$ cat config.mk
export PLATFORM = sky130hd
export DESIGN_NAME = attrib_step
export DESIGN_NICKNAME = d
export VERILOG_FILES = /design/src/common/attrib_pkg.sv /design/src/hdl/attrib_step.sv
export SDC_FILE = /design/constraint.sdc
export NUM_CORES = 2
export LEC_CHECK = 0
export BUFFER_PORTS_ARGS = -buffer_cell sky130_fd_sc_hd__buf_4
export CAP_MARGIN = 20
export CORE_AREA = 2 2 489 491
export CTS_CLUSTER_DIAMETER = 30
export DETAILED_ROUTE_END_ITERATION = 10
export DIE_AREA = 0 0 491 493
export GPL_TIMING_DRIVEN = 0
export PLACE_DENSITY = 0.43
export SLEW_MARGIN = 25
export SYNTH_ARGS = -nofsm -noshare
export SYNTH_HDL_FRONTEND = slang
export SYNTH_SLANG_ARGS = --single-unit
export TNS_END_PERCENT = 100
$ cat constraint.sdc
create_clock -name aclk -period 7 [get_ports aclk]
set_clock_uncertainty 0.1 [all_clocks]
set_input_delay 0.7 -clock aclk [delete_from_list [all_inputs] [get_ports aclk]]
set_output_delay 0.7 -clock aclk [all_outputs]
set_load 0.03 [all_outputs]
$ cat src/common/attrib_pkg.sv
// Shared types and widths for the attribute interpolator
package attrib_pkg;

    localparam int attr_w    = 32;  // Fixed-point attribute and increment width
    localparam int frac_bits = 15;  // Fraction bits of the corrected texture coords
    localparam int pos_w     = 11;  // Screen coordinate width
    localparam int index_w   = 32;  // Framebuffer pixel index
    localparam int attr_cnt  = 9;   // Words in attr_vec_t
    localparam int col_frac  = 24;  // Colour accumulators are S7.24

    // Rasterizer commands
    typedef enum logic [1:0] {
        cmd_init  = 2'd0,  // Load base into row and current
        cmd_inc_x = 2'd1,  // Step current in x
        cmd_inc_y = 2'd2,  // Step row in y, restart current from it
        cmd_nop   = 2'd3
    } cmd_t;

    // Sideband of one beat, 55 bits
    typedef struct packed {
        logic               last;
        logic [pos_w-1:0]   spx;
        logic [pos_w-1:0]   spy;
        logic [index_w-1:0] index;
    } pix_meta_t;

    // One word per attribute
    // Texture S3.28, depth S1.30, colour S7.24
    typedef struct packed {
        logic signed [attr_w-1:0] s;
        logic signed [attr_w-1:0] t;
        logic signed [attr_w-1:0] q;
        logic signed [attr_w-1:0] w;
        logic signed [attr_w-1:0] z;
        logic signed [attr_w-1:0] r;
        logic signed [attr_w-1:0] g;
        logic signed [attr_w-1:0] b;
        logic signed [attr_w-1:0] a;
    } attr_vec_t;

    // Interpolated pixel
    typedef struct packed {
        logic [attr_w-1:0] tex_s;    // S16.15
        logic [attr_w-1:0] tex_t;    // S16.15
        logic [attr_w-1:0] depth_w;
        logic [attr_w-1:0] depth_z;
        logic [7:0]        col_r;
        logic [7:0]        col_g;
        logic [7:0]        col_b;
        logic [7:0]        col_a;
    } pix_out_t;

endpackage
$ cat src/hdl/attrib_step.sv
`timescale 1ns/1ps

// Incremental attribute stepping driven by the rasterizer commands.
// The row accumulators remember the start of the current line, the
// current accumulators walk along it.
module attrib_step
    import attrib_pkg::*;
(
    input  logic      aclk,
    input  logic      rst_n,
    input  logic      ce,

    input  logic      valid,
    input  cmd_t      cmd,
    input  logic      pixel,
    input  pix_meta_t meta,

    input  attr_vec_t base,
    input  attr_vec_t inc_x,
    input  attr_vec_t inc_y,

    output logic      out_valid,
    output pix_meta_t out_meta,
    output attr_vec_t cur
);

    attr_vec_t row_acc;
    attr_vec_t row_next;

    // Word-wise add, no carry between attributes
    function automatic attr_vec_t vec_add(input attr_vec_t x, input attr_vec_t y);
        attr_vec_t sum;
        sum = '0;
        for (int i = 0; i < attr_cnt; i++) begin
            sum[i*attr_w +: attr_w] = x[i*attr_w +: attr_w] + y[i*attr_w +: attr_w];
        end
        return sum;
    endfunction

    assign row_next = vec_add(row_acc, inc_y);

    // cur doubles as the output register of this stage
    always_ff @(posedge aclk or negedge rst_n) begin
        if (!rst_n) begin
            row_acc <= '0;
            cur     <= '0;
        end else if (ce && valid) begin
            unique case (cmd)
                cmd_init: begin
                    row_acc <= base;
                    cur     <= base;
                end
                cmd_inc_x: begin
                    cur <= vec_add(cur, inc_x);
                end
                cmd_inc_y: begin
                    // New line starts from the row value, not from cur
                    row_acc <= row_next;
                    cur     <= row_next;
                end
                default: ;  // cmd_nop
            endcase
        end
    end

    // Only pixel beats travel on
    always_ff @(posedge aclk or negedge rst_n) begin
        if (!rst_n) begin
            out_valid <= 1'b0;
        end else if (ce) begin
            out_valid <= valid & pixel;
        end
    end

    always_ff @(posedge aclk) begin
        if (ce) begin
            out_meta <= meta;
        end
    end

endmodule

Word level (Yosys, flattened, before mapping)
Index checks and enable logic that the tools add are counted.
{"block": "classes", "n_addsub": 18, "eq_ne": 2, "mux": 2, "bitwise": 1, "n_reduce_logical": 6}
{"operator": "$pmux W288 S3", "n": 1}
{"operator": "$add A32 B32 Y32", "n": 18}
{"operator": "$pmux W288 S2", "n": 1}
{"operator": "$reduce_and A2 Y1", "n": 2}
{"operator": "$reduce_bool A3 Y1", "n": 1}
{"operator": "$eq A2 B1 Y1 const B", "n": 1}
{"operator": "$eq A2 B2 Y1 const B", "n": 1}
{"operator": "$logic_not A2 Y1", "n": 1}
{"operator": "$reduce_bool A2 Y1", "n": 1}
{"operator": "$and A1 B1 Y1", "n": 1}
{"operator": "$logic_and A1 B1 Y1", "n": 1}
{"block": "totals", "regBits": 632, "output_inout_bits": 344, "elab_cells": 52}

Depth between registers and ports, before layout
{"block": "logic_depth", "ltp_word": 3, "mapped_depth": 14, "mapped_depth_nobuf": 14}

Worst setup path before layout
No wires, ideal clock.
{"block": "synth_path", "path_type": "input port to flip-flop", "start": "in inc_y[256] (netlist bit)", "end": "reg cur[286] (netlist bit)", "setup_time_ps": 126, "arrival_time_ps": 3441, "path_slack_ps": 3333, "cell_stages": 13, "n_path_buf": 0, "cell_sequence": "ha_1 fa_1 a21o_1 a21o_1 a221oi_2 o211ai_2 a311o_1 a21oi_2 o221ai_2 a221oi_2 xnor2_1 a221oi_2 o21ai_1"}
{"block": "synth_between", "elab_chain_cells": 2}
{"element": "from (decl)", "line": "attrib_step.sv:20", "source": "input attr_vec_t inc_y,"}
{"element": "$add A32 B32 Y32", "line": "attrib_step.sv:35", "source": "sum[i*attr_w +: attr_w] = x[i*attr_w +: attr_w] + y[i*attr_w +: attr_w];"}
{"element": "$pmux W288 S3", "line": "attrib_step.sv:48", "source": "unique case (cmd)"}
{"element": "to (signal assigned)", "line": "attrib_step.sv:51", "source": "cur <= base;"}
{"element": "to (signal assigned)", "line": "attrib_step.sv:54", "source": "cur <= vec_add(cur, inc_x);"}
{"element": "to (signal assigned)", "line": "attrib_step.sv:59", "source": "cur <= row_next;"}
{"element": "to (decl)", "line": "attrib_step.sv:24", "source": "output attr_vec_t cur"}
No other way between the ends.
A chain may end at the register's enable or synchronous reset.

Final worst setup path
{"block": "layout_path", "start": "in ce", "end": "reg cur[234] (netlist bit)"}
{"block": "layout_between", "elab_chain_cells": 2}
{"element": "from (decl)", "line": "attrib_step.sv:11", "source": "input logic ce,"}
{"element": "$logic_and A1 B1 Y1", "line": "attrib_step.sv:47", "source": "end else if (ce && valid) begin"}
{"element": "$reduce_and A2 Y1 (no source line)"}
No other way between the ends.

==> results.toml <==
[placed_design]
portBuffers = 1269
dp_cells = 11560
dp_hpwl_mm = 381.2
place_congestion = 0.9847
place_ws_ns = 0.8104

[synth]
synthSimpleGateAreaFrac = 0.1594
synth_xor_area_frac = 0.07446
synth_fa_ha_area_frac = 0.1306
syn-num-nets = 8521
muxShareOfSynthArea = 0.02014
synthArstFlopShare = 0.9130
yosysUniqueCellTypes = 100
ys_seq_elements = 632
syn_area_um2 = 56600
synth_compound_area_frac = 0.2978
synthFlopType = "dfrtp_1"
synthCells = 7015
synth_top_family_by_area = "compound AO/OA/AOI/OAI gates"
synth-edff-count = 55
syn_area_per_cell_um2 = 8.068
seq_area_frac_synth = 0.2843
yosys_warnings = 0

[cts]
path_clk_slew_ns = 0.04
cts_hold_buf = 238
cts_made_buffers = 284
cts-root-buf = "clkbuf_16"
post_cts_buffers = 0
cts_sinks = 632
cts_buffer_depth = 4
clock_latency_ns = 0.92
htreeDepth = 5
cts.repair.resized = 0
cts_tree = "done"

[critical_path]
rr_endpoint = "cur[58]$_DFFE_PN0P_"
slowest_delay_ns = 0.87
worst-endpoint-required_ns = 7.67
cpMostUsedCell = "clkbuf_1"
cp_top_family = "buffers and inverters"
r2r-start = "cur[32]$_DFFE_PN0P_"
startpoint_type = "input port"
path_buf_inv = 7
worst_setup_path_end_kind = "flip-flop"
cpMaxStageDelayCell = "clkbuf_1"
cp_cell_sequence = "buf_4 > nand2_1 > or2_2 > clkbuf_1 > clkbuf_2 > clkbuf_1 > clkbuf_2 > buf_16 > clkbuf_1 > nand2_1 > o31ai_1"
r2r_cells = 14
path_max_fanout = 58
r2r_slack_ns = 1.81
critical_path_class = "in -> reg"
arrival_ns = 6.07

[timing]
drv_slew = 0
finalHoldViolations = 0
layout_min_cycle_time_ns = 5.397
finalSetupViolations = 0
rsz0062_at_grt = "false"
fmax_mhz = 185.3
tightest_slew_ns = 1.213
timing.final.ws_setup_ns = 1.603
finalCritPeriodShare = 0.7710
slew_headroom = 0.1913
fin_setup_tns_ns = 0
fin_hold_ws_ns = 0.04064

[die]
dieArea_um2 = 242100
initial_core_util = 0.2389
core-area_um2 = 237000
rows = 179
die_w_um = 491
ios = 1270
die_h_um = 493

[global_route]
grt_overflow_total = 0
grt_pass1_vias = 66640
track_usage = 0.3707
grt_start_max_net_pins = 76
antenna_found_initial = 170
grt_pass1_wl_mm = 608.3

[detailed_routing]
drt-met1-wl_mm = 191.8
drt_first_iter_violations = 7196
firstDrtPassIters = 8
wirelength_mm = 468.6
route.top_layer_used = "met5"
wire_per_inst_um = 37.94
drc = 0
postRouteAntennaNets = 0
viasPerCell = 5.611
vias = 69300
routed-wl-met3_mm = 38.55
met2WireLength_mm = 207.1

[power]
power_density_nw_per_um2 = 368.8
p_leak_nw = 39.48
p_total_w = 0.03119
vdd_drop_max_mv = 0.2369

[layout]
drive_gt1_frac = 0.2221
fin_nets = 10430
fin_cells = 12350
area_delta_synth_final_pct = 49.42
nFillCells = 24970

[worst_hold_path]
worstHoldStart = "base[48]"
hold_path_depth = 3
worst_hold_path_type = "in -> reg"
whs_endpoint = "row_acc[48]$_DFFE_PN0P_"

[outcome]
outcome = "finished clean"

[run]
drv_cap = 0
[area by class of cell]
type	count	area [um^2]	share of cell area
multi-input combinational	5883	38640	0.4570
clock inverter	53	531.8	0.006288
sequential	632	16090	0.1903
antenna	73	182.7	0.002160
buffer	342	1577	0.01864
inverter	158	593.1	0.007013
clock buffer	422	8263	0.09771
tap	3167	3963	0.04686
timing repair buffer	1620	14720	0.1741
[cell families (layout without fill, tap and decap cells)]
| group | after synthesis | after routing |
|---|---|---|
| flops | 632 | 632 |
| other cells | 0 | 73 |
| buf+inv | 500 | 2595 |
| mux | 113 | 113 |
| simple gates | 2029 | 2029 |
| fa+ha+maj | 580 | 580 |
| xor+xnor | 478 | 478 |
| compound gates | 2683 | 2683 |
[routing by layer]
layer | track usage | up-vias
met3 | 0.08548 | 952
met2 | 0.5792 | 3848
met4 | 0.2147 | 74
li1 | - | 29850
met5 | 0 | -
met1 | 0.4674 | 34580
[worst max path at each step]
stage	end	slack, ns	start	depth (start not counted)
2_1_floorplan	cur[286]$_DFFE_PN0P_	3.33	inc_y[256]	13
3_3_place_gp	cur[171]$_DFFE_PN0P_	-3.13	rst_n	1
3_5_place_dp	cur[234]$_DFFE_PN0P_	0.81	ce	11
4_1_cts	cur[234]$_DFFE_PN0P_	1.71	ce	11
5_1_grt	cur[202]$_DFFE_PN0P_	1.63	ce	11
6_report	cur[234]$_DFFE_PN0P_	1.60	ce	11
[sequential cells by signal, summed over array words and instances, names as in the netlist]
signal and cells:
cur 288, out_meta 55, out_valid 1, row_acc 288
[layout by cell type, fill, tap and decap left out, types with 100 or more instances in the layout]
cell type         n
dfrtp_1         577
a21o_1          337
inv_1           156
ha_1            562
clkbuf_16       290
o21ai_0         602
mux2i_1         106
nand3_1         104
xor2_1          151
clkbuf_2        136
a31oi_1         167
dlygate4sd3_1   238
nor2_1          510
a21oi_1         742
xnor2_1         325
clkbuf_1        230
nor3_1          100
buf_4          1268
nand2_1         899
[report_power, final]
group	switching [W]	leakage (nW)	internal (W)
Sequential	0.00102	7.52	0.00458
Clock	0.00332	4.32	0.00827
Combinational	0.00872	27.6	0.00529
Total	0.0131	39.5	0.0181
[worst min-delay path: stages]
cell and delay, ns:
buf_4 0.10, a21oi_1 0.06, o21ai_0 0.13
[per-stage QoR]
step                      instance area (um^2)  utilization
after floorplan                          56600            -
after global placement                   70090       0.2958
after detailed placement                 73210       0.3090
after CTS                                84380       0.3561
after global routing                     84470       0.3565
final                                    84570       0.3569
[cells in the mapped netlist (60+ instances only)]
cell type  instances  area share
nand3_1          104      0.0092
a221oi_1          73       0.011
o21ai_1           82      0.0073
o31ai_1           76       0.010
inv_1            156       0.010
xor2_1           151       0.023
nor2_1           512       0.034
o211ai_1          87       0.012
nor3_1           100      0.0088
ha_1             562        0.12
a31oi_1          167       0.018
nand2b_1          63      0.0070
dfrtp_1          577        0.26
mux2i_1          106       0.019
o21a_1            60      0.0080
clkbuf_1         307       0.020
and3_1            88      0.0097
a21oi_1          742       0.066
a211oi_1          79       0.010
a21o_1           337       0.045
o21ai_0          602       0.053
nand2_1          899       0.060
o21bai_1          85       0.011
xnor2_1          325       0.050
Power figures use the tool's default switching activity.
